File: src/common/vram_pkg.sv
// vram widths, request struct, apb register map and scan line length
package vram_pkg;

    localparam int VRAM_ADDR_W = 16;
    localparam int VRAM_DATA_W = 16;
    localparam int VRAM_WORDS  = 1 << VRAM_ADDR_W;
    localparam int NIBBLES     = VRAM_DATA_W / 4;    // one mask bit per nibble

    localparam int APB_ADDR_W  = 8;

    typedef logic [VRAM_ADDR_W-1:0] vram_addr_t;
    typedef logic [VRAM_DATA_W-1:0] vram_word_t;
    typedef logic [NIBBLES-1:0]     vram_mask_t;

    // one ram access, as driven by either peer
    typedef struct packed {
        logic       valid;
        logic       wr_en;
        vram_mask_t wr_mask;
        vram_addr_t addr;
        vram_word_t data;
    } vram_req_t;

    // register index, paddr[4:2]
    typedef logic [2:0] reg_sel_t;

    localparam reg_sel_t REG_WR_ADDR   = 3'd0;
    localparam reg_sel_t REG_RD_ADDR   = 3'd1;
    localparam reg_sel_t REG_DATA      = 3'd2;   // vram data port
    localparam reg_sel_t REG_INCR      = 3'd3;
    localparam reg_sel_t REG_WR_MASK   = 3'd4;
    localparam reg_sel_t REG_DISP_BASE = 3'd5;

    localparam vram_addr_t INCR_RESET    = 16'h0001;
    localparam vram_mask_t WR_MASK_RESET = 4'hf;

    // scan line
    localparam int LINE_WORDS = 16;
    localparam int LINE_CNT_W = $clog2(LINE_WORDS);

    typedef logic [LINE_CNT_W-1:0] line_cnt_t;

endpackage
File: src/verilog/host_regs.sv
// apb register block with vram data port, address auto increment and display base
module host_regs (
    input  logic                                clk,
    input  logic                                reset,
    input  logic                                psel,
    input  logic                                penable,
    input  logic                                pwrite,
    input  logic [vram_pkg::APB_ADDR_W-1:0]     paddr,
    input  vram_pkg::vram_word_t                pwdata,
    input  logic                                host_gnt,
    input  logic                                host_rvalid,
    input  vram_pkg::vram_word_t                host_rdata,
    output vram_pkg::vram_word_t                prdata,
    output logic                                pready,
    output logic                                pslverr,
    output vram_pkg::vram_req_t                 host_req,
    output vram_pkg::vram_addr_t                disp_base
);

    import vram_pkg::*;

    typedef enum logic [1:0] {
        ST_IDLE,
        ST_WAIT_GNT,
        ST_WAIT_DATA
    } state_t;

    state_t     state;
    reg_sel_t   reg_sel;
    logic       access;
    logic       data_acc;
    logic       reg_wr;
    logic       wr_done;
    logic       rd_done;

    vram_addr_t wr_addr;
    vram_addr_t rd_addr;
    vram_addr_t incr;
    vram_mask_t wr_mask;

    assign reg_sel  = paddr[4:2];
    assign access   = psel && penable;
    assign data_acc = access && (reg_sel == REG_DATA);

    // plain registers finish in the first access cycle
    assign reg_wr  = (state == ST_IDLE) && access && pwrite && (reg_sel != REG_DATA);
    assign wr_done = (state == ST_WAIT_GNT) && host_gnt && pwrite;
    assign rd_done = (state == ST_WAIT_DATA) && host_rvalid;

    assign pready  = ((state == ST_IDLE) && access && !data_acc) || wr_done || rd_done;
    assign pslverr = (state == ST_IDLE) && access && (reg_sel > REG_DISP_BASE);

    // apb signals are held stable until pready, so the request can follow them
    always_comb begin
        host_req.valid   = (state == ST_WAIT_GNT);
        host_req.wr_en   = pwrite;
        host_req.wr_mask = wr_mask;
        host_req.addr    = pwrite ? wr_addr : rd_addr;
        host_req.data    = pwdata;
    end

    always_ff @(posedge clk) begin
        if (reset) begin
            state <= ST_IDLE;
        end else begin
            case (state)
                ST_IDLE: begin
                    if (data_acc) state <= ST_WAIT_GNT;
                end
                ST_WAIT_GNT: begin
                    if (host_gnt) state <= pwrite ? ST_IDLE : ST_WAIT_DATA;
                end
                ST_WAIT_DATA: begin
                    if (host_rvalid) state <= ST_IDLE;
                end
                default: state <= ST_IDLE;
            endcase
        end
    end

    always_ff @(posedge clk) begin
        if (reset) begin
            wr_addr   <= '0;
            rd_addr   <= '0;
            incr      <= INCR_RESET;
            wr_mask   <= WR_MASK_RESET;
            disp_base <= '0;
        end else begin
            if (reg_wr) begin
                case (reg_sel)
                    REG_WR_ADDR:   wr_addr   <= pwdata;
                    REG_RD_ADDR:   rd_addr   <= pwdata;
                    REG_INCR:      incr      <= pwdata;
                    REG_WR_MASK:   wr_mask   <= pwdata[NIBBLES-1:0];
                    REG_DISP_BASE: disp_base <= pwdata;
                    default: ;  // 6 and 7 unmapped
                endcase
            end
            if (wr_done) wr_addr <= wr_addr + incr;   // wraps at 64k
            if (rd_done) rd_addr <= rd_addr + incr;
        end
    end

    always_comb begin
        case (reg_sel)
            REG_WR_ADDR:   prdata = wr_addr;
            REG_RD_ADDR:   prdata = rd_addr;
            REG_DATA:      prdata = host_rdata;    // valid with rd_done
            REG_INCR:      prdata = incr;
            REG_WR_MASK:   prdata = {{(VRAM_DATA_W-NIBBLES){1'b0}}, wr_mask};
            REG_DISP_BASE: prdata = disp_base;
            default:       prdata = '0;
        endcase
    end

endmodule

File: config.mk
export PLATFORM = sky130hd
export DESIGN_NAME = host_regs
export DESIGN_NICKNAME = d
export VERILOG_FILES = /design/src/common/vram_pkg.sv /design/src/verilog/host_regs.sv
export SDC_FILE = /design/constraint.sdc
export NUM_CORES = 1
export LEC_CHECK = 0
export BUFFER_PORTS_ARGS = -buffer_cell sky130_fd_sc_hd__buf_4
export CELL_PAD_IN_SITES_DETAIL_PLACEMENT = 2
export CELL_PAD_IN_SITES_GLOBAL_PLACEMENT = 2
export CORE_MARGIN = 8
export CORE_UTILIZATION = 32
export CTS_CLUSTER_SIZE = 25
export DETAILED_ROUTE_END_ITERATION = 8
export PLACE_DENSITY_LB_ADDON = 0.1
export SLEW_MARGIN = 20
export SYNTH_ARGS = -nofsm -noshare
export SYNTH_HDL_FRONTEND = slang
export SYNTH_SLANG_ARGS = --single-unit
File: constraint.sdc
create_clock -name clk -period 2.81 [get_ports clk]
set_input_delay 0 -clock clk [delete_from_list [all_inputs] [get_ports clk]]
set_output_delay 0 -clock clk [all_outputs]
set_load 0.005 [all_outputs]
* Yosys cells after proc, flatten, opt, wreduce, memory -nomap -nowiden
Cells that the tools add are included.
** Operators by class
- $lt $le $gt $ge :: 1
- Mux-type cells :: 13
- Add/sub/neg operators :: 2
- Equality and inequality tests :: 11
- Reductions and logical operators :: 25
** Operator list (count)
- $mux 16 :: 7
- $pmux 16 s6 :: 1
- $add 16x16->16 :: 2
- $logic_and 1x1->1 :: 10
- $reduce_and 2->1 :: 5
- $mux 2 :: 4
- $reduce_bool 2->1 :: 4
- $eq 3x2->1 const B :: 2
- $eq 3x3->1 const B :: 2
- $ne 2x2->1 const B :: 3
- $pmux 2 s3 :: 1
- $eq 3x1->1 const B :: 1
- $gt 3x3->1 const B :: 1
- $logic_not 3->1 :: 1
- $ne 3x2->1 const B :: 1
- $reduce_and 3->1 :: 1
- $eq 2x1->1 const B :: 1
- $eq 2x2->1 const B :: 1
- $logic_not 2->1 :: 1
- $logic_or 1x1->1 :: 2
- $logic_not 1->1 :: 1
** Storage, ports and cells
- Register bits :: 70
- Logic and storage cells :: 58
- Output and inout port bits :: 72

* Depth between registers and ports, before layout
- Depth after elaboration :: 6
- Depth in mapped cells :: 9

* Worst setup path before layout
No wires, ideal clock.
- Kind :: reg2reg
- From :: register wr_addr[0]
- To :: register wr_addr[14]
- Data required time :: 2.695 ns
- Stages on the path, launching flop included :: 9
- Path buffers :: 0
- Clock period less this slack :: 2.302 ns
- Setup slack :: 0.508 ns
- Setup time :: 0.115 ns
- Arrival :: 2.188 ns
- Path through :: dfxtp_1 ha_1 fa_1 a21o_1 o21ba_2 o22ai_1 o211ai_1 mux2i_1 a2111oi_0
** Between the ends
- Cells in the longest elaborated chain, start to end :: 2
** RTL lines
- from (decl) :: RTL line host_regs.sv:36 : vram_addr_t wr_addr;
- from (signal assigned) :: RTL line host_regs.sv:91 : REG_WR_ADDR: wr_addr <= pwdata;
- from (signal assigned) :: RTL line host_regs.sv:99 : if (wr_done) wr_addr <= wr_addr + incr;
- $add 16x16->16 :: RTL line host_regs.sv:99
- $mux 16 :: RTL line host_regs.sv:99
Every way passes these cells.
A chain may end at the register's enable or synchronous reset.

* Worst setup path after layout
Ends and elaborated chain as after synthesis.

==> metrics list <==
- Measured slew at the worst slew-check pin: 0.914 ns
- Buffer type at the clock tree root: sky130_fd_sc_hd__clkbuf_16
* Number of warnings printed during yosys synthesis: 0
- Hold/Removal Path Class: input pin to register
- In the synthesized netlist the async set-or-reset flop fraction comes to 0%.
- Of the available clock period, the critical path in the final layout requires 93.0%.
- Number of DRC violations after detailed-routing iteration 0: 272
- Setup WS pre-CTS: 0.231 ns
- Total setup violations reported at the end of the flow: 0
* Share of the yosys chip area belonging to registers: 26.1%
- First-pass detailed-route iteration total: 4
- Logic gate share of total power: 13.4%
* Via count of the first global-routing pass: 5801
* Average footprint of a synthesized cell: 8.29 um^2
- Worst setup slack after layout: 0.196 ns
* First-pass GRT wire length: 34.2 mm
- Ant. Diodes: 0
- Max IR drop VDD: 0.271 mV
- Across the run, the number of max-cap violations was 0.
- In this run the number of H-tree levels came out at 3.
- Num CTS Buffers: 9
* Maximum buffer depth of the clock tree: 2
* Ports placed on the boundary: about 120
- Result of the run: complete, no violations
- Max-slew headroom at the worst pin: 39.1%
- Top FF cell, synth: sky130_fd_sc_hd__dfxtp_1
* Post-detailed-route count of antenna-violating nets: 0
* DP HPWL: 16.7 mm
- STA puts the critical path data arrival time at 2.82 ns.
- Pin count of the biggest net entering global routing: 79
- Cell internal pwr: 1760 uW
* Clock tree from TritonCTS: yes
- Cell depth of the worst min-delay path: 4
- Worst setup path class: register to register
- GP Congestion: about 0.88
* Clk_lat worst skew: 0.34 ns
- Clock input transition at the sequential cells of the worst setup and hold paths: 0.06 ns
- Synthesis handed over a netlist of 648 instances.
- Number of max-slew violations in the final report: 0
* Synth-to-layout area growth: 24.3%
- Total setup buffers inserted after CTS: 0
* Height of the chip: between 100 and 150 um
- Reported net switching power: 615 uW
* Flop and latch count out of synthesis: 70
- Endpoint required time on the critical path: between 3 and 4 ns
* Final net count: 821
* Port Buf Inserts: around 110
- After floorplanning, the core was divided into 47 placement rows.
- Initial cell density of the core: 32.5%
- For this run, the top clock speed supported by timing is 383 MHz.
- Final-layout setup total negative slack: 0 ns
* Wire per inst: 22.4 um
- For the final database, setup skew stands at slightly above 0.007 ns.
* Number of clock sinks: 70
* Via density per instance: ~5.6
- In this run the most critical hold path is launched from host_rvalid.
* Number of hold violations in the final report: 0
* Startpoint of the most critical setup path: wr_addr[0]$_SDFFE_PP0P_
- CP Max Fanout: 4
* Sequential power share: 42.7%
- In this run the static leakage power is between 0.003 and 0.004 uW.
* Share of post-route cells with drive strength above 1: 24.3%
- Per report_power, the clock group accounts for a little over two fifths of the total.
- For this block, the via count after detailed routing is 5363.
- After detailed routing, the total wire length is 21.7 mm.
- Synthesis instantiated slightly below 60 different standard cells from the library.
* Post-synthesis instance area: between 5000 and 6000 um^2
- Std-Cell Core Area: 16500 um^2
* Critical R2R Launch: wr_addr[0]$_SDFFE_PP0P_
- RSZ-0062 raised after global routing: no
- The floorplan step defined a die boundary enclosing around 21000 um^2.
* Overall overflow remaining after global route: 0
- Global-route usage over all layers: 20.3%
* Switching power share of the total: 25.9%
- Power per cell area: 355 nW/um^2
- Antenna violations before repair: 0
- Worst R2R Path Depth: 8
- After detailed routing, the number of remaining DRC violations is 0.
* Final critical-path required period: approximately 2.6 ns
* Sort of element at the start of the critical path: register
- STA classifies the critical path endpoint as a register.
- The die is 146 um wide.
- Count of flip-flops with a built-in enable after synthesis: 0
- When the netlist entered floorplanning its net count stood at 727.
worst max-delay path: stages, from the launching register on:
cell and delay [ns]:
sky130_fd_sc_hd__dfxtp_1 0.33, sky130_fd_sc_hd__ha_1 0.25, sky130_fd_sc_hd__fa_1 0.41, sky130_fd_sc_hd__a21o_1 0.21, sky130_fd_sc_hd__o21ba_2 0.21, sky130_fd_sc_hd__o22ai_1 0.31
sky130_fd_sc_hd__o211ai_1 0.20, sky130_fd_sc_hd__mux2i_1 0.15, sky130_fd_sc_hd__a2111oi_0 0.41
synth_stat cells (all sizes together), types with 12 or more instances:
cell / n / area, um^2
a211oi: 24 / 180
ha: 30 / 375
dfxtp: 70 / 1400
o21ai: 29 / 145
a21oi: 49 / 245
buf: 31 / 216
nand2: 69 / 262
nor2: 68 / 265
a21o: 12 / 90.1
mux2i: 50 / 500
inv: 19 / 71.3
mux2: 25 / 282
clkbuf: 23 / 87.6
per-layer routing:
layer,vias up,track usage [%],share of wire (%)
li1,2530,-,-
met4,0,6.09,1.4
met1,2689,27.2,48
met2,126,33.5,47
met5,-,0,0
met3,18,2.52,4.2
registers in the layout, summed over array words and instances, names as in the netlist:
signal,flops
disp_base,16
state,2
wr_mask,4
wr_addr,16
incr,16
rd_addr,16
power by group through the flow:
stage	combinational, uW	clock [uW]	sequential (uW)
4_1_cts	321	1070	1010
3_3_place_gp	293	0	1030
2_1_floorplan	156	0	1030
6_report	318	1040	1010
5_1_grt	343	1100	1010
3_5_place_dp	301	0	1030
path summary, 6_finish.rpt:
| kind | endpoint | slack, ns |
|---|---|---|
| max | wr_addr[14]$_SDFFE_PP0P_ | 0.20 |
| min | state[1]$_SDFFE_PP0P_ | 0.06 |
| max reg2reg | wr_addr[14]$_SDFFE_PP0P_ | 0.20 |
| min reg2reg | disp_base[3]$_SDFFE_PP0P_ | 0.47 |
stage by stage:
| stage | util, % | area, um^2 | hold slack [ns] | std cells | total power [uW] |
|---|---|---|---|---|---|
| floorplan | - | 5370 | 0.0808 | 648 | 1190 |
| global placement | 37.8 | 6250 | 0.222 | 934 | 1330 |
| detailed placement | 37.8 | 6250 | 0.231 | 934 | 1330 |
| CTS | 40.4 | 6680 | 0.0312 | 965 | 2400 |
| global route | 40.4 | 6680 | 0.0766 | 965 | 2450 |
| finish | 40.4 | 6680 | 0.0561 | 965 | 2370 |
cell type report:
| class | count | area [um^2] |
|---|---|---|
| clock inverters | 2 | 10.0 |
| well taps | 220 | 275 |
| fillers | 1858 | 9850 |
| flip-flops and latches | 70 | 1400 |
| multi-input cells | 505 | 3600 |
| repair buffers | 137 | 1070 |
| clock buffers | 12 | 246 |
| inverters | 19 | 71.3 |
cell families after synthesis:
| logic type | Yosys count | share of synthesized area [%] |
|---|---|---|
| AOI/OAI and AO/OA | 174 | 21.1 |
| DFF | 70 | 26.1 |
| xor gates and xnor gates | 18 | 2.93 |
| and+or+nand+nor | 198 | 17.3 |
| muxes | 83 | 17.9 |
| buffers and inverters | 73 | 6.99 |
| adders and majority gates | 32 | 7.73 |
layout by cell type, fill, tap and decap left out, types with 24 or more instances in the layout:
master | Yosys | final
sky130_fd_sc_hd__a211oi_1 | 24 | 24
sky130_fd_sc_hd__o21ai_0 | 29 | 29
sky130_fd_sc_hd__dfxtp_1 | 70 | 70
sky130_fd_sc_hd__mux2i_1 | 50 | 50
sky130_fd_sc_hd__nor2_1 | 64 | 64
sky130_fd_sc_hd__a21oi_1 | 49 | 49
sky130_fd_sc_hd__ha_1 | 30 | 30
sky130_fd_sc_hd__buf_4 | 18 | 120
sky130_fd_sc_hd__mux2_2 | 25 | 25
sky130_fd_sc_hd__nand2_1 | 68 | 68
timing repair:
action,CTS,global route
hold endpoints to repair,26,0
resized for setup,0,0
hold buffers,17,0
(Power assumes the default switching activity.)
