--- src/common/vram_pkg.sv ---
// vram widths, request struct, apb register map and scan line length
package vram_pkg;

    localparam int VRAM_ADDR_W = 16;
    localparam int VRAM_DATA_W = 16;
    localparam int VRAM_WORDS  = 1 << VRAM_ADDR_W;
    localparam int NIBBLES     = VRAM_DATA_W / 4;    // one mask bit per nibble

    localparam int APB_ADDR_W  = 8;

    typedef logic [VRAM_ADDR_W-1:0] vram_addr_t;
    typedef logic [VRAM_DATA_W-1:0] vram_word_t;
    typedef logic [NIBBLES-1:0]     vram_mask_t;

    // one ram access, as driven by either peer
    typedef struct packed {
        logic       valid;
        logic       wr_en;
        vram_mask_t wr_mask;
        vram_addr_t addr;
        vram_word_t data;
    } vram_req_t;

    // register index, paddr[4:2]
    typedef logic [2:0] reg_sel_t;

    localparam reg_sel_t REG_WR_ADDR   = 3'd0;
    localparam reg_sel_t REG_RD_ADDR   = 3'd1;
    localparam reg_sel_t REG_DATA      = 3'd2;   // vram data port
    localparam reg_sel_t REG_INCR      = 3'd3;
    localparam reg_sel_t REG_WR_MASK   = 3'd4;
    localparam reg_sel_t REG_DISP_BASE = 3'd5;

    localparam vram_addr_t INCR_RESET    = 16'h0001;
    localparam vram_mask_t WR_MASK_RESET = 4'hf;

    // scan line
    localparam int LINE_WORDS = 16;
    localparam int LINE_CNT_W = $clog2(LINE_WORDS);

    typedef logic [LINE_CNT_W-1:0] line_cnt_t;

endpackage
--- src/verilog/line_fetch.sv ---
// scan line fetcher, reads LINE_WORDS words from the display base and streams them out
module line_fetch (
    input  logic                  clk,
    input  logic                  reset,
    input  logic                  line_start,
    input  vram_pkg::vram_addr_t  disp_base,
    input  logic                  fetch_gnt,
    input  logic                  fetch_rvalid,
    input  vram_pkg::vram_word_t  fetch_rdata,
    output vram_pkg::vram_req_t   fetch_req,
    output logic                  pix_valid,
    output vram_pkg::vram_word_t  pix_data
);

    import vram_pkg::*;

    typedef enum logic {
        ST_IDLE,
        ST_FETCH
    } state_t;

    state_t     state;
    vram_addr_t fetch_addr;     // next word to request
    line_cnt_t  word_cnt;       // requests granted so far
    logic       last_word;

    assign last_word = (word_cnt == line_cnt_t'(LINE_WORDS - 1));

    // read only, one request per cycle while fetching
    always_comb begin
        fetch_req.valid   = (state == ST_FETCH);
        fetch_req.wr_en   = 1'b0;
        fetch_req.wr_mask = '0;
        fetch_req.addr    = fetch_addr;
        fetch_req.data    = '0;
    end

    always_ff @(posedge clk) begin
        if (reset) begin
            state    <= ST_IDLE;
            word_cnt <= '0;
        end else begin
            case (state)
                ST_IDLE: begin
                    // a line start during a fetch is dropped
                    if (line_start) begin
                        word_cnt <= '0;
                        state    <= ST_FETCH;
                    end
                end
                ST_FETCH: begin
                    if (fetch_gnt) begin
                        word_cnt <= word_cnt + 1'b1;
                        if (last_word) state <= ST_IDLE;
                    end
                end
                default: state <= ST_IDLE;
            endcase
        end
    end

    // address path, base latched at line start
    always_ff @(posedge clk) begin
        if (state == ST_IDLE && line_start) begin
            fetch_addr <= disp_base;
        end else if (state == ST_FETCH && fetch_gnt) begin
            fetch_addr <= fetch_addr + 1'b1;    // wraps at 64k
        end
    end

    // returned words go straight out, no back-pressure
    assign pix_valid = fetch_rvalid;
    assign pix_data  = fetch_rdata;

endmodule

--- config.mk ---
export PLATFORM = sky130hd
export DESIGN_NAME = line_fetch
export DESIGN_NICKNAME = d
export VERILOG_FILES = /design/src/common/vram_pkg.sv /design/src/verilog/line_fetch.sv
export SDC_FILE = /design/constraint.sdc
export NUM_CORES = 1
export LEC_CHECK = 0
export ABC_CLOCK_PERIOD_IN_PS = 1700
export CORE_UTILIZATION = 45
export CTS_CLUSTER_DIAMETER = 30
export DETAILED_ROUTE_END_ITERATION = 7
export DONT_BUFFER_PORTS = 1
export PLACE_DENSITY_LB_ADDON = 0.15
export SETUP_SLACK_MARGIN = 0.15
export SKIP_CTS_REPAIR_TIMING = 1
export SYNTH_ARGS = -nofsm -noshare
export SYNTH_HDL_FRONTEND = slang
export SYNTH_SLANG_ARGS = --single-unit
export TNS_END_PERCENT = 5
--- constraint.sdc ---
create_clock -name clk -period 1.7 [get_ports clk]
set_input_delay 0.17 -clock clk [delete_from_list [all_inputs] [get_ports clk]]
set_output_delay 0.17 -clock clk [all_outputs]
set_load 0.02 [all_outputs]
After elaboration in Yosys (flattened, before gate mapping):

Cells that the tools add are included.

* multiplexer cells: 9
* reductions and logical operators: 4
* shift-type cells: 0
* div/mod/pow operators: 0
* magnitude comparators: 0
* add/subtract/negate cells: 2
* multipliers: 0
* bitwise logic cells: 1
* equal/unequal tests: 3

Operators with widths (count)
* 2-to-1 mux 16 bit: 2
* adder 16 x 1 -> 16 bit, second input constant: 1
* 2-to-1 mux 4 bit: 2
* one-hot mux 4 bit (2 select lines): 1
* adder 4 x 1 -> 4 bit, second input constant: 1
* equality test 4 bit, second input constant: 1
* != test 2 bit, second input constant: 2
* 2-to-1 mux 1 bit: 3
* logical AND 1 bit: 2
* one-hot mux 1 bit (2 select lines): 1
* AND reduction 2 bit: 1
* nonzero test 2 bit: 1
* inverter 1 bit: 1

* memory bits (writable): 0
* bits in latches: 0
* ROM bits: 0
* input port bits: 37
* register bits after elaboration: 21
* output and inout port bits: 55
* word-level logic and storage cells: 22
* memories: 0

Logic depth before layout (Yosys ltp):

Gate-level depths: netlist of run 1.

* depth after elaboration: 4
* depth in mapped cells: 5
* mapped depth without buffers: 5

Least setup slack after synthesis of run 1:

OpenSTA, ideal clock, no wires.

* kind: reg2reg
* start: reg fetch_addr[0]
* end: reg fetch_addr[14], data pin
* path buffers: 0
* library setup time: 261 ps
* stages on the path, launching flop included: 6
* required time: 1439 ps
* arrival: 1369 ps
* path slack: 70 ps
* period minus slack after synthesis: 1630 ps
* path through: edfxtp_1 -> ha_1 -> nand2_1 -> nor4_2 -> xnor2_1 -> a21oi_1

* word-level cells in the longest chain between the ends: 3

Ends and longest elaborated chain
* start, declared: line line_fetch.sv:23 `vram_addr_t fetch_addr;`
* start signal, assigned: line line_fetch.sv:65 `fetch_addr <= disp_base;`
* start signal, assigned: line line_fetch.sv:67 `fetch_addr <= fetch_addr + 1'b1;`
* adder 16 x 1 -> 16 bit: line line_fetch.sv:67
* 2-to-1 mux 16 bit: line line_fetch.sv:66 `end else if (state == ST_FETCH && fetch_gnt) begin`
* 2-to-1 mux 16 bit: line line_fetch.sv:64 `if (state == ST_IDLE && line_start) begin`

Every way passes these cells. The select of a mux whose other input is x is not followed.
A chain may end at the register's enable or synchronous reset.

Worst setup path after layout of run 1:

* start: reg fetch_addr[2]
* end: reg fetch_addr[11], data pin

The elaborated chain is that of the path after synthesis.

==> run summary, run 1 <==
Final Hold Fails - 0
crit end category - flip-flop
Initial Util - 0.480
Final #Nets - 202
# DRC - 0
area of the core - 3080 um2
vias in the first global route - 907
Pleak - 0.573 nW
Endpoint, Worst Hold - fetch_addr[1]
Yosys reg bits - 21
Critical Path RT - 1.76 ns
gpl congestion - 0.781
Max VDD drop - 355 uV
worst reg2reg path depth - 4
RSZ-0062 raised after global routing - yes
largest net degree at the start of global routing - 26
Die Wd - 59.3 um
reg-to-reg critical path startpoint - fetch_addr[2]
io pins - 92
Die ar. - 3510 um2
Via density - 4.84
Worst Skew - 0.00651 ns
hold path startpoint - disp_base[1]
syn_area_per_cell - 9.29 um2
fraction of layout cells with a size suffix above 1 - 0.216
Cells after Synth - 159
YS warnings - 0
clock slew at reported path FFs - 0.12 ns
fin crit period - 1.53 ns
first-pass GRT wire length - 3880 um
Setup CP Type - reg -> reg
Setup Viol. Count Final - 0
vias - 998
Area Growth Syn to Fin - 1.95%
R2R Path End - fetch_addr[11]
Arrival @ worst endpoint - 1.60 ns
PwrDens - 832 nW/um2
total power - 1.25 mW
Seq/Total Area, Yosys - 0.393
Tightest Hold Check Type - in -> reg
CTS Buf Count - 3
grt ovf - 0
Worst Path Max Fanout - 7
H-tree depth - 1
# diodes - 0
worst hold slack - 0.0442 ns
fin. max-slew vios - 0
Clock Latency Late Sink - 0.30 ns
hold path depth - 2
GRT Util Overall - 0.146
Final TNS setup - 0 ns
period utilization - 0.903
# port buffers - 0
DR pass1 iterations - 4
drt total wl - 2570 um
maxcap violations - 0
reg2reg setup slack - 0.17 ns
Yosys cell types - 30
Detail Route Antenna Nets - 0
DP HPWL - 1930 um
Max Fclk - 0.652 GHz
Max Buffers Root-to-Sink - 2
Wirelength per Cell - 12.5 um
Die Ht - 59.3 um
clock sink total - 21
run status - finished clean
row count - 20
Mapped Area - 1480 um2
Initial DRC Count - 40
initial antenna violation count - 0
CTS root buffer - clkbuf_4
TritonCTS clock tree - yes
critical path launch point type - flip-flop
## metrics by stage
step,worst slack (ns),cells,util,cell area [um2]
final,0.165,206,0.489,1510
after global routing,0.123,206,0.489,1510
after CTS,0.146,204,0.480,1480
after detailed placement,0.156,200,0.471,1450
after global placement,0.181,200,0.471,1450
after floorplan,0.0910,179,-,1550
## how the worst max path moves through the flow
stage                  start             end  slack (ns)
6_report       fetch_addr[2]  fetch_addr[11]        0.17
5_1_grt        fetch_addr[3]  fetch_addr[14]        0.12
4_1_cts        fetch_addr[0]  fetch_addr[12]        0.15
3_5_place_dp   fetch_addr[0]  fetch_addr[12]        0.16
3_3_place_gp   fetch_addr[0]  fetch_addr[12]        0.18
2_1_floorplan  fetch_addr[0]  fetch_addr[12]        0.09
## kinds of logic (layout without fill, tap and decap cells)
group,after synthesis,count (layout),synth area share
AND/OR/NAND/NOR,55,55,0.204
buffers and inverters,44,27,0.212
AO/OA/AOI/OAI,21,21,0.0805
flip-flops,21,21,0.393
XOR/XNOR,14,14,0.0831
adder cells (fa/ha/maj),2,2,0.0169
other,1,21,0.00254
multiplexers,1,1,0.00763
## where the power goes
| group | internal (mW) | leakage (nW) | switching (mW) | total [mW] |
|---|---|---|---|---|
| Combinational | 0.123 | 0.358 | 0.226 | 0.349 |
| Sequential | 0.618 | 0.197 | 0.0443 | 0.662 |
| Clock | 0.0876 | 0.0177 | 0.154 | 0.242 |
## state kept, by name, indices dropped and copies added (netlist names)
name and cells:
fetch_addr 16, word_cnt 4, state 1
## Yosys cell counts, drive strengths merged
library cell,number,area (um2)
nor4,4,58.8
nand4,3,40.0
and3,2,12.5
a21oi,5,25.0
clkbuf,2,7.51
buf,40,298
a211oi,2,15.0
nor3,4,20.0
dfxtp,5,100
nand2b,1,6.26
nor2b,1,6.26
o21ai,12,63.8
ha,2,25.0
conb,1,3.75
nand3,6,30.0
nor2,11,41.3
nand2,23,86.3
mux2,1,11.3
a31oi,1,6.26
xnor2,12,105
inv,2,7.51
a311oi,1,8.76
xor2,2,17.5
edfxtp,16,480
## metal layers
layer	routed length (um)	vias to the layer above	GRT usage
li1	-	494	-
met1	1010	443	0.161
met2	1250	51	0.257
met3	269	10	0.0437
met4	43	0	0.0680
met5	0	-	0
## area by class of cell
class	instances	area, um2
tap	44	55.1
clock inverter	1	5.00
sequential	21	581
inverter	2	7.51
timing repair buffer	21	160
multi-input combinational	114	674
fill	300	1570
clock buffer	3	22.5
## critical path: stages, from the launching register on
cell,delay (ns)
edfxtp_1,0.42
nand3_1,0.29
nor3_1,0.35
xnor2_1,0.17
o21ai_1,0.08
## placed cells by master, fill, tap and decap left out, types with 3 or more instances in the layout
cell	n
xnor2_1	12
edfxtp_1	16
buf_4	20
a21oi_1	5
conb_1	21
nand2_1	22
nand3_1	6
nor3_1	4
o21ai_0	5
nor2_1	11
o21ai_1	6
dfxtp_1	5
clkbuf_4	3
No activity file was read; power rests on OpenSTA's default activity.
==> run 2, diff against run 1 <==
- CTS_BUF_LIST: default -> sky130_fd_sc_hd__clkbuf_16
==> run summary, run 2 (synthesis gave the netlist of run 1 again) <==
run status - finished clean
Setup CP Type - reg -> reg
Setup Viol. Count Final - 0 (unchanged)
Area Growth Syn to Fin - 5.51%
max reg flops - 16 (unchanged)
period utilization - 0.899 (-0.00402)
Max VDD drop - 365 uV (+2.8%)
Max Buffers Root-to-Sink - 2 (unchanged)
Reg with most FFs - fetch_addr
Worst Skew - 0.00452 ns (-0.00200 ns)
DP HPWL - 1930 um (unchanged)
gpl congestion - 0.781 (unchanged)
RSZ-0062 raised after global routing - yes
Detail Route Antenna Nets - 0 (unchanged)
vias in the first global route - 900 (-0.77%)
maxcap violations - 0 (unchanged)
Die Wd - 59.3 um (unchanged)
PwrDens - 970 nW/um2 (+17%)
Arrival @ worst endpoint - 1.53 ns (-0.07 ns)
Wirelength per Cell - 12.4 um (-0.39%)
Initial DRC Count - 37 (-7.5%)
hold path depth - 2 (unchanged)
commonest non-fill, non-tap cell in the layout - nand2_1
biggest regs - fetch_addr: 16 flops, word_cnt: 4 flops, state: 1 flops
largest net degree at the start of global routing - 26 (unchanged)
# diodes - 0 (unchanged)
Max Fclk - 0.654 GHz (+0.45%)
CTS Buf Count - 3 (unchanged)
io pins - 92 (unchanged)
crit end category - flip-flop
TritonCTS clock tree - yes
fin. max-slew vios - 0 (unchanged)
Die Ht - 59.3 um (unchanged)
critical path launch point type - flip-flop
GRT Util Overall - 0.144 (-0.00277)
DR pass1 iterations - 4 (unchanged)
Pleak - 0.596 nW (+4.0%)
Worst Path Max Fanout - 7 (unchanged)
fill count - 293 (-2.3%)
most frequent cells in the layout - nand2_1 (22), conb_1 (21), buf_4 (20), edfxtp_1 (16), xnor2_1 (12)
vias - 991 (-0.70%)
Final TNS setup - 0 ns (unchanged)
Final #Nets - 202 (unchanged)
drt total wl - 2560 um (-0.39%)
fraction of layout cells with a size suffix above 1 - 0.216 (unchanged)
# port buffers - 0 (unchanged)
Initial Util - 0.480 (unchanged)
first-pass GRT wire length - 3860 um (-0.51%)
clock slew at reported path FFs - 0.06 ns (-0.06 ns)
fin crit period - 1.53 ns (-0.00683 ns)
initial antenna violation count - 0 (unchanged)
worst reg2reg path depth - 4 (unchanged)
Final Hold Fails - 0 (unchanged)
grt ovf - 0 (unchanged)
Tightest Hold Check Type - in -> reg
row count - 20 (unchanged)
H-tree depth - 1 (unchanged)
area of the core - 3080 um2 (unchanged)
CTS root buffer - clkbuf_16
clock sink total - 21 (unchanged)
worst hold slack - 0.0980 ns (+0.0537 ns)
Die ar. - 3510 um2 (unchanged)
Via density - 4.81 (-0.70%)
# DRC - 0 (unchanged)
Critical Path RT - 1.70 ns (-0.06 ns)
Clock Latency Late Sink - 0.25 ns (-0.05 ns)
Core Util, Final - 0.506 (+0.0171)
## run 2: cell types whose count changed in the layout (fill, tap and decap cells not counted)
cell       previous run  this run
clkbuf_16             0         3
clkbuf_4              3         0
## run 2: critical path: stages (launching register included)
cell and delay (ns):
edfxtp_1 0.40, nand3_1 0.29, nor3_1 0.35, xnor2_1 0.17, o21ai_1 0.08
## run 2: metal layers
layer  routed length, um  track usage
met1                1040        0.161
met2                1220        0.257
met3                 264       0.0371
met4                  43       0.0578
met5                   0            0
## run 2: through the flow
stage / instance area (um2) / std cells / power, mW / worst slack [ns]
2_1_floorplan: 1550 / 179 / 1.01 / 0.0910
3_3_place_gp: 1450 / 200 / 1.01 / 0.181
3_5_place_dp: 1450 / 200 / 1.01 / 0.156
4_1_cts: 1530 / 204 / 1.52 / 0.146
5_1_grt: 1560 / 206 / 1.58 / 0.130
6_report: 1560 / 206 / 1.51 / 0.172
## run 2: worst paths after layout
path | from | end | slack [ns]
max | fetch_addr[2] | fetch_addr[11] | 0.17
min reg2reg | word_cnt[0] | word_cnt[0] | 0.51
min | disp_base[1] | fetch_addr[1] | 0.1
max reg2reg | fetch_addr[2] | fetch_addr[11] | 0.17
## run 2: cell type report
class / count / area (um2) / area share
Clock buffer: 3 / 75.1 / 0.0482
Clock inverter: 1 / 5.00 / 0.00321
Inverter: 2 / 7.51 / 0.00482
Multi-Input combinational cell: 114 / 674 / 0.433
Sequential cell: 21 / 581 / 0.373
Tap cell: 44 / 55.1 / 0.0353
Timing Repair Buffer: 21 / 160 / 0.103
## run 2: power breakdown
part | switching, mW | internal (mW)
logic | 0.226 | 0.123
registers | 0.0444 | 0.619
clock network | 0.183 | 0.316
total | 0.453 | 1.06
