$ cat src/common/vram_pkg.sv
// vram widths, request struct, apb register map and scan line length
package vram_pkg;

    localparam int VRAM_ADDR_W = 16;
    localparam int VRAM_DATA_W = 16;
    localparam int VRAM_WORDS  = 1 << VRAM_ADDR_W;
    localparam int NIBBLES     = VRAM_DATA_W / 4;    // one mask bit per nibble

    localparam int APB_ADDR_W  = 8;

    typedef logic [VRAM_ADDR_W-1:0] vram_addr_t;
    typedef logic [VRAM_DATA_W-1:0] vram_word_t;
    typedef logic [NIBBLES-1:0]     vram_mask_t;

    // one ram access, as driven by either peer
    typedef struct packed {
        logic       valid;
        logic       wr_en;
        vram_mask_t wr_mask;
        vram_addr_t addr;
        vram_word_t data;
    } vram_req_t;

    // register index, paddr[4:2]
    typedef logic [2:0] reg_sel_t;

    localparam reg_sel_t REG_WR_ADDR   = 3'd0;
    localparam reg_sel_t REG_RD_ADDR   = 3'd1;
    localparam reg_sel_t REG_DATA      = 3'd2;   // vram data port
    localparam reg_sel_t REG_INCR      = 3'd3;
    localparam reg_sel_t REG_WR_MASK   = 3'd4;
    localparam reg_sel_t REG_DISP_BASE = 3'd5;

    localparam vram_addr_t INCR_RESET    = 16'h0001;
    localparam vram_mask_t WR_MASK_RESET = 4'hf;

    // scan line
    localparam int LINE_WORDS = 16;
    localparam int LINE_CNT_W = $clog2(LINE_WORDS);

    typedef logic [LINE_CNT_W-1:0] line_cnt_t;

endpackage
$ cat src/verilog/vram_arbiter.sv
// fixed priority vram arbiter, fetcher over host, with read data return routing
module vram_arbiter (
    input  logic                  clk,
    input  logic                  reset,
    input  vram_pkg::vram_req_t   host_req,
    input  vram_pkg::vram_req_t   fetch_req,
    input  vram_pkg::vram_word_t  rd_data,
    output vram_pkg::vram_req_t   mem_req,
    output logic                  host_gnt,
    output logic                  fetch_gnt,
    output logic                  host_rvalid,
    output logic                  fetch_rvalid,
    output vram_pkg::vram_word_t  host_rdata,
    output vram_pkg::vram_word_t  fetch_rdata
);

    import vram_pkg::*;

    logic host_rd_q;    // host owned last cycle's read
    logic fetch_rd_q;   // fetcher owned last cycle's read

    // display traffic always goes first
    always_comb begin
        fetch_gnt = fetch_req.valid;
        host_gnt  = host_req.valid && !fetch_req.valid;
    end

    // host request passes when fetcher idle, its valid low means no access at all
    always_comb begin
        if (fetch_req.valid) begin
            mem_req = fetch_req;
        end else begin
            mem_req = host_req;
        end
    end

    // owner of the data coming out of the ram next cycle
    always_ff @(posedge clk) begin
        if (reset) begin
            host_rd_q  <= 1'b0;
            fetch_rd_q <= 1'b0;
        end else begin
            host_rd_q  <= host_gnt && !host_req.wr_en;
            fetch_rd_q <= fetch_gnt && !fetch_req.wr_en;
        end
    end

    assign host_rvalid  = host_rd_q;
    assign fetch_rvalid = fetch_rd_q;

    // both peers see the shared read bus
    assign host_rdata  = rd_data;
    assign fetch_rdata = rd_data;

endmodule

$ cat config.mk
export PLATFORM = sky130hd
export DESIGN_NAME = vram_arbiter
export DESIGN_NICKNAME = d
export VERILOG_FILES = /design/src/common/vram_pkg.sv /design/src/verilog/vram_arbiter.sv
export SDC_FILE = /design/constraint.sdc
export NUM_CORES = 1
export LEC_CHECK = 0
export ABC_AREA = 1
export ABC_CLOCK_PERIOD_IN_PS = 1400
export BUFFER_PORTS_ARGS = -buffer_cell sky130_fd_sc_hd__buf_2
export CAP_MARGIN = 20
export CELL_PAD_IN_SITES_DETAIL_PLACEMENT = 1
export CELL_PAD_IN_SITES_GLOBAL_PLACEMENT = 2
export CORE_ASPECT_RATIO = 1.2
export CORE_MARGIN = 3
export CORE_UTILIZATION = 10
export DETAILED_ROUTE_END_ITERATION = 16
export MAX_ROUTING_LAYER = met4
export PLACE_DENSITY = 0.95
export SYNTH_ARGS = -nofsm -noshare
export SYNTH_HDL_FRONTEND = slang
export SYNTH_SLANG_ARGS = --single-unit
$ cat constraint.sdc
create_clock -name clk -period 1.4 [get_ports clk]
set_input_delay 0.21 -clock clk [delete_from_list [all_inputs] [get_ports clk]]
set_output_delay 0.21 -clock clk [all_outputs]
set_load 0.02 [all_outputs]
# --- After elaboration in Yosys (flattened, before gate mapping) ---
# Index checks and enable logic that the tools add are counted.
totals:
  register_bits: 2
  output_inout_bits: 74
op_classes:
  muxes: 1
  reduce_logical: 6
op_table:
  columns: ["cell", "n"]
  rows:
  - ["38-bit two-way mux", 1]
  - ["1-bit logical AND", 3]
  - ["1-bit logical NOT", 3]

# --- Logic depth before layout (Yosys ltp) ---
# Gate-level depths: netlist (run 1).
logic_depth:
  word_depth: 3
  ltp_mapped: 6

# --- Least setup slack after synthesis (run 1) ---
# No wires, ideal clock.
synth_path:
  path_type: "input to output"
  start: "input port fetch_req[37] (netlist bit)"
  end: "output port mem_req[36] (netlist bit)"
  arrival_time_ns: 0.996
  setup_slack_ns: 0.194
  required_time_ns: 1.190
  cell_stages: 3
  n_path_buf: 2
  path_cell_list: "buf_2 buf_2 o21ai_0"
synth_lines:
  columns: ["item", "line", "rtl"]
  rows:
  - ["start, declared", "vram_arbiter.sv:6", "input vram_pkg::vram_req_t fetch_req,"]
  - ["end, declared", "vram_arbiter.sv:8", "output vram_pkg::vram_req_t mem_req,"]

==> results_dict.tcl, run 1 <==
set metrics [dict create \
    period_needed_ns 1.17 \
    hold_viol 0 \
    end_kind "primary output" \
    clock_sinks 2 \
    period_share_pct 83.2 \
    final.setup.tns_ns 0 \
    arrival_ns 0.96 \
    antenna_found_initial 0 \
    gr-total-overflow 0 \
    multi_input_area_um2 440 \
    via_count 1256 \
    tritoncts "yes" \
    drt-met1-wl_mm 1.09 \
    max-cap-violations 0 \
    clkPwrFrac_pct 30.5 \
    die_height_um 105 \
    seqCellArea_um2 40.0 \
    p_seq_share_pct 8.3 \
    routed_wl_mm 3.57 \
    finalSetupViolCount 0 \
    min_from "reset" \
    num-fill-cells 1037 \
    io_pins 168 \
    antenna_left 0 \
    drt-wirelength-per-cell_um 10.4 \
    ys_seq_area_share_pct 4.94 \
    crit_required_ns 1.19 \
    power_frac_comb_pct 61.3 \
    path_class "in2out" \
    switchingPower_mw 0.302 \
    slew_headroom_pct 82.1 \
    nets 346 \
    p_per_area_nw_per_um2 565 \
    syn_area_per_cell_um2 4.88 \
    cts_max_path_buffers 2 \
    power.total_mw 0.724 \
    cts_made_buffers 3 \
    post_drt_via_cell_ratio 3.67 \
    synthCells 166 \
    postCtsSetupRepairBufs 0 \
    grt_pass1_wl_mm 5.23 \
    tightest_slew_ns 0.268 \
    ctsRootBufferMaster "clkbuf_8" \
    hpwl_mm 3.19 \
    drc 0 \
    synth_warnings 0 \
    synth.distinct_cells 9 \
    die_w_um 88.2 \
    grt_pass1_vias 1225 \
    core_area_um2 7790 \
    power.internal_mw 0.422 \
    postCtsResizedCells 0 \
    slew_violations 0 \
    routed.top_layer "met4" \
    path_max_fanout 28 \
    hold_buffers 0 \
    grt_use_total_pct 6.91 \
    hold_path_end "fetch_rvalid" \
    cp-start-kind "input pin" \
    drtIter0Drc 27 \
    clkTransAtPathRegs_ns 0.03 \
    drive_above_1_share_pct 50.8 \
    area_growth_pct 58.0 \
    synth_area_um2 811 \
    startpoint "fetch_req[37]" \
    fmax_mhz 858 \
    dr_wl_met3_um 555 \
    start_util_pct 10.4 \
    ys_ff_latch 2 \
    grt_max_degree 29 \
    drtPass1Iterations 2 \
    hold_path.class "in2reg" \
    synth_nets 260 \
    p_leak_nw 0.896 \
    h-tree-depth 1 \
    switching_share_pct 41.8 \
    rsz0062_at_grt "false" \
    place_congestion 0.691 \
    status "finished clean" \
    diodes 0 \
    rows 35 \
    fp.dieArea_um2 9230 \
    wl_met2_mm 1.75 \
    portBuffers 119 \
    hold_depth 2 \
    ir_drop_mv 0.200 \
]
-- power by group through the flow --
stage | combinational [mW] | clock (mW) | sequential, mW
floorplan | 0.375 | 0 | 0.0630
global placement | 0.442 | 0 | 0.0604
detailed placement | 0.452 | 0 | 0.0606
CTS | 0.453 | 0.224 | 0.0599
global route | 0.491 | 0.237 | 0.0599
finish | 0.444 | 0.221 | 0.0598
-- placed cells by master, fill, tap and decap left out, drive strengths merged --
cell      n
inv       5
dfxtp     2
o21ai     1
nand2   113
nor2      3
clkbuf    3
buf     123
-- cell usage after synthesis --
cell | n | share of area (%)
inv_1 | 4 | 1.9
nand2_1 | 113 | 52
inv_2 | 1 | 0.46
buf_6 | 3 | 4.2
dfxtp_1 | 2 | 4.9
nor2_1 | 3 | 1.4
buf_4 | 33 | 31
buf_2 | 6 | 3.7
o21ai_0 | 1 | 0.62
-- worst max-delay path by stage --
stage                  endpoint  slack, ns  cells after the start
finish              mem_req[36]       0.23                      5
detailed placement  mem_req[25]       0.22                      6
global route        mem_req[27]       0.15                      6
global placement    mem_req[28]       0.25                      5
CTS                 mem_req[25]       0.21                      6
floorplan           mem_req[36]       0.19                      3
-- worst max-delay path, stage by stage --
cell	delay, ns
buf_2	0.11
buf_4	0.27
nand2_1	0.08
o21ai_0	0.08
buf_2	0.19
-- final cells by class --
cell class | instances | area share (%)
inverters | 5 | 1.46
multi-input cells | 117 | 34.4
repair buffers | 123 | 48.8
well taps | 92 | 8.98
clock buffers | 3 | 3.22
flip-flops and latches | 2 | 3.12
-- state kept, by name (all words and copies together) (netlist names) --
name,flops
host_rvalid,1
fetch_rvalid,1
-- per-stage QoR --
stage	util (%)	worst slack, ns	hold WS, ns	area [µm²]	std cells
global placement	15.9	0.249	0.385	1240	339
CTS	16.4	0.214	0.184	1280	342
detailed placement	15.9	0.216	0.398	1240	339
finish	16.4	0.235	0.181	1280	342
global route	16.4	0.152	0.194	1280	342
floorplan	-	0.194	0.282	811	166
-- cell families (layout without fill, tap and decap cells) --
family	after synthesis	in the layout	share of synthesized area, %
simple gates	116	116	53.7
buf+inv	47	131	40.7
flops	2	2	4.94
compound gates	1	1	0.617
-- metal layers --
layer | up-vias | global-route usage (%)
met4 | 0 | 3.56
met1 | 528 | 5.59
met3 | 25 | 1.58
li1 | 620 | -
met5 | - | -
met2 | 83 | 13.7
(Power assumes the default switching activity.)
==> run 2, diff against run 1 <==
ABC_CLOCK_PERIOD_IN_PS = 1000   (was 1400)
clock period = 1 ns   (was 1.4 ns; I/O delays follow)
==> results_dict.tcl, run 2 (same netlist as run 1, synthesis figures left out) <==
set metrics [dict create \
    status "finished clean" \
    seqCellArea_um2 40.0 \
    startpoint "fetch_req[37]" \
    grt_pass1_wl_mm 5.29 \
    placedCellCount 340 \
    cts_max_path_buffers 2 \
    portBuffers 119 \
    drt-wirelength-per-cell_um 12.3 \
    final.setup.tns_ns 0 \
    postCtsSetupRepairBufs 0 \
    drtPass1Iterations 3 \
    diodes 0 \
    path_max_fanout 12 \
    power.total_mw 1.11 \
    antenna_found_initial 0 \
    final_cell_mix "nand2_1 (113), buf_2 (111), buf_4 (8)" \
    p_per_area_nw_per_um2 777 \
    hpwl_mm 3.26 \
    tritoncts "yes" \
    fin_area_um2 1430 \
    post_dp_cell_area_um2 1270 \
    rows 35 \
    hold_viol 0 \
    drc 0 \
    end_kind "primary output" \
    fin_ws_ns 0.0489 \
    gr-total-overflow 0 \
    post_drt_via_cell_ratio 3.78 \
    via_count 1309 \
    place_congestion 0.655 \
    hold_ws_ns 0.114 \
    cp-start-kind "input pin" \
    switching_share_pct 41.4 \
    p_seq_share_pct 7.6 \
    finalSetupViolCount 0 \
    io_pins 168 \
    ctsRootBufferMaster "clkbuf_8" \
    fp.dieArea_um2 9230 \
    clkPwrFrac_pct 28.8 \
    post-route-util_pct 18.3 \
    area_growth_pct 76.1 \
    core_area_um2 7790 \
    antenna_left 0 \
    slew_violations 0 \
    cts_made_buffers 3 \
    grt_use_total_pct 7.39 \
    die_height_um 105 \
    hold_buffers 0 \
    crit_required_ns 0.85 \
    power.internal_mw 0.651 \
    hold_path.class "in2reg" \
    final_cells 346 \
    drtIter0Drc 16 \
    routed_wl_mm 4.27 \
    fmax_mhz 1050 \
    power_frac_comb_pct 63.7 \
    start_util_pct 10.4 \
    max-cap-violations 0 \
    p_leak_nw 0.958 \
    grt_pass1_vias 1194 \
    tightest_slew_ns 0.120 \
    period_needed_ns 0.951 \
    die_w_um 88.2 \
    rsz0062_at_grt "false" \
    multi_input_area_um2 440 \
    min_from "reset" \
    nets 350 \
    ir_drop_mv 0.142 \
    arrival_ns 0.80 \
    grt_max_degree 28 \
    drive_above_1_share_pct 51.6 \
    period_share_pct 95.1 \
    h-tree-depth 1 \
    num-fill-cells 1048 \
    slew_headroom_pct 92.0 \
    pre_cts_slack_ns -0.0137 \
    path_class "in2out" \
    mostFrequentLayoutCell "nand2_1" \
    switchingPower_mw 0.459 \
    clkTransAtPathRegs_ns 0.03 \
    clock_sinks 2 \
]
-- run 2: repair_timing --
action	CTS	global route
cloned	0	3
endpoints found under the setup margin	4	33
resized for setup	4	11
-- run 2: worst max-delay path: stages --
cell,delay (ns)
buf_6,0.13
inv_8,0.09
clkbuf_16,0.16
nand2_1,0.06
nand2_1,0.06
buf_2,0.16
-- run 2: final timing paths --
| kind | cells past startpoint | slack [ns] | endpoint |
|---|---|---|---|
| worst max-delay path | 6 | 0.05 | mem_req[32] |
| worst min-delay path | 2 | 0.11 | fetch_rvalid |
-- run 2: layer usage --
metal / share of wire, % / vias up / routed length [µm] / global-route usage (%)
met5: 0 / - / 0 / -
met4: 4.6 / 0 / 196 / 5.08
met3: 14 / 31 / 605 / 1.97
met2: 49 / 89 / 2090 / 13.7
met1: 32 / 558 / 1380 / 6.07
li1: - / 631 / - / -
-- run 2: area by class of cell --
type	instances	share of cell area, %
inverters	5	1.84
well taps	92	8.06
multi-input cells	117	30.9
clock buffers	3	2.89
repair buffers	127	53.5
flip-flops and latches	2	2.80
-- run 2: power groups by stage --
| stage | Clock [mW] | Sequential [mW] | Combinational (mW) |
|---|---|---|---|
| 2_1_floorplan | 0 | 0.0883 | 0.525 |
| 5_1_grt | 0.335 | 0.0845 | 0.774 |
| 3_5_place_dp | 0 | 0.0851 | 0.650 |
| 3_3_place_gp | 0 | 0.0846 | 0.640 |
| 6_report | 0.319 | 0.0840 | 0.706 |
| 4_1_cts | 0.327 | 0.0842 | 0.660 |
==> run 3, diff against run 2 <==
CELL_PAD_IN_SITES_DETAIL_PLACEMENT = not set   (was 1)
CELL_PAD_IN_SITES_GLOBAL_PLACEMENT = not set   (was 2)
CORE_UTILIZATION = 22   (was 10)
PLACE_DENSITY = 0.82   (was 0.95)
REMOVE_ABC_BUFFERS = 1   (was not set)
==> results_dict.tcl, run 3 (same netlist as run 1, synthesis figures left out) <==
set metrics [dict create \
    cts_made_buffers 3 \
    power.total_mw 1.06 \
    h-tree-depth 1 \
    io_pins 168 \
    path_class "in2out" \
    place_congestion 0.767 \
    grt_max_degree 23 \
    period_share_pct 95.2 \
    via_count 1203 \
    drtPass1Iterations 4 \
    fmax_mhz 1050 \
    fp.dieArea_um2 4450 \
    hold_buffers 0 \
    final_cells 288 \
    status "finished clean" \
    drt-wirelength-per-cell_um 12.8 \
    p_per_area_nw_per_um2 827 \
    switching_share_pct 40.9 \
    antenna_left 0 \
    clock_sinks 2 \
    tightest_slew_ns 0.115 \
    routed_wl_mm 3.68 \
    cts_max_path_buffers 2 \
    crit_required_ns 0.85 \
    p_seq_share_pct 7.9 \
    finalSetupViolCount 0 \
    grt_pass1_vias 1142 \
    antenna_found_initial 1 \
    grt_pass1_wl_mm 5.11 \
    path_max_fanout 19 \
    placedCellCount 284 \
    hold_ws_ns 0.111 \
    rows 23 \
    nets 346 \
    drc 0 \
    gr-total-overflow 0 \
    tritoncts "yes" \
    rsz0062_at_grt "true" \
    arrival_ns 0.80 \
    ir_drop_mv 0.231 \
    drive_above_1_share_pct 50.8 \
    power.internal_mw 0.628 \
    period_needed_ns 0.952 \
    die_height_um 72.5 \
    fin_area_um2 1290 \
    portBuffers 119 \
    slew_headroom_pct 92.3 \
    core_area_um2 3420 \
    ctsRootBufferMaster "clkbuf_8" \
    clkTransAtPathRegs_ns 0.03 \
    end_kind "primary output" \
    grt_use_total_pct 15.4 \
    start_util_pct 23.7 \
    area_growth_pct 58.6 \
    mostFrequentLayoutCell "nand2_1" \
    cp-start-kind "input pin" \
    switchingPower_mw 0.435 \
    die_w_um 61.4 \
    hold_path.class "in2reg" \
    max-cap-violations 0 \
    power_frac_comb_pct 61.8 \
    hpwl_mm 3.22 \
    slew_violations 0 \
    final_cell_mix "nand2_1 (113), buf_2 (109), buf_4 (8)" \
    post_dp_cell_area_um2 1200 \
    drtIter0Drc 18 \
    post_drt_via_cell_ratio 4.18 \
    p_leak_nw 0.919 \
    hold_viol 0 \
    clkPwrFrac_pct 30.3 \
]
## run 3: per-layer routing
metal,routed length (µm),GRT usage (%),vias to the layer above
met1,1220,14.8,481
met4,17,2.83,0
met2,1800,25.4,98
met3,641,10.7,2
met5,0,-,-
li1,-,-,622
## run 3: worst max-delay path, cell delays in order
cell and delay [ns]:
buf_2 0.14, inv_4 0.09, buf_12 0.15, nand2_1 0.05, nand2_1 0.05, buf_2 0.16
## run 3: worst paths after layout
| path | from | slack [ns] | endpoint | cells past startpoint |
|---|---|---|---|---|
| setup / recovery | fetch_req[37] | 0.05 | mem_req[2] | 6 |
| hold / removal | reset | 0.11 | fetch_rvalid | 2 |
## run 3: timing repair
action / in CTS / in global routing
setup endpoints to repair: 0 / 30
resized for setup: 0 / 16
setup buffers: 0 / 0
## run 3: area by class of cell
class / count / area [µm²]
multi-input combinational: 117 / 440
sequential: 2 / 40.0
inverter: 5 / 21.3
fill: 387 / 2140
tap: 37 / 46.3
clock buffer: 3 / 41.3
antenna: 1 / 2.50
timing repair buffer: 123 / 694
## run 3: power by group through the flow
| stage | registers [mW] | logic, mW | clock network [mW] |
|---|---|---|---|
| 5_1_grt | 0.0838 | 0.724 | 0.342 |
| 3_5_place_dp | 0.0845 | 0.627 | 0 |
| 3_3_place_gp | 0.0845 | 0.621 | 0 |
| 2_1_floorplan | 0.0883 | 0.293 | 0 |
| 4_1_cts | 0.0836 | 0.630 | 0.331 |
| 6_report | 0.0836 | 0.657 | 0.322 |
## run 3: metrics by stage
step                setup TNS [ns]  worst slack (ns)  util (%)
floorplan                        0             0.145         -
global placement                 0            0.0374      34.9
detailed placement               0            0.0253      34.9
CTS                              0            0.0237      36.1
global route               -0.0508           -0.0246      37.6
finish                           0            0.0483      37.6
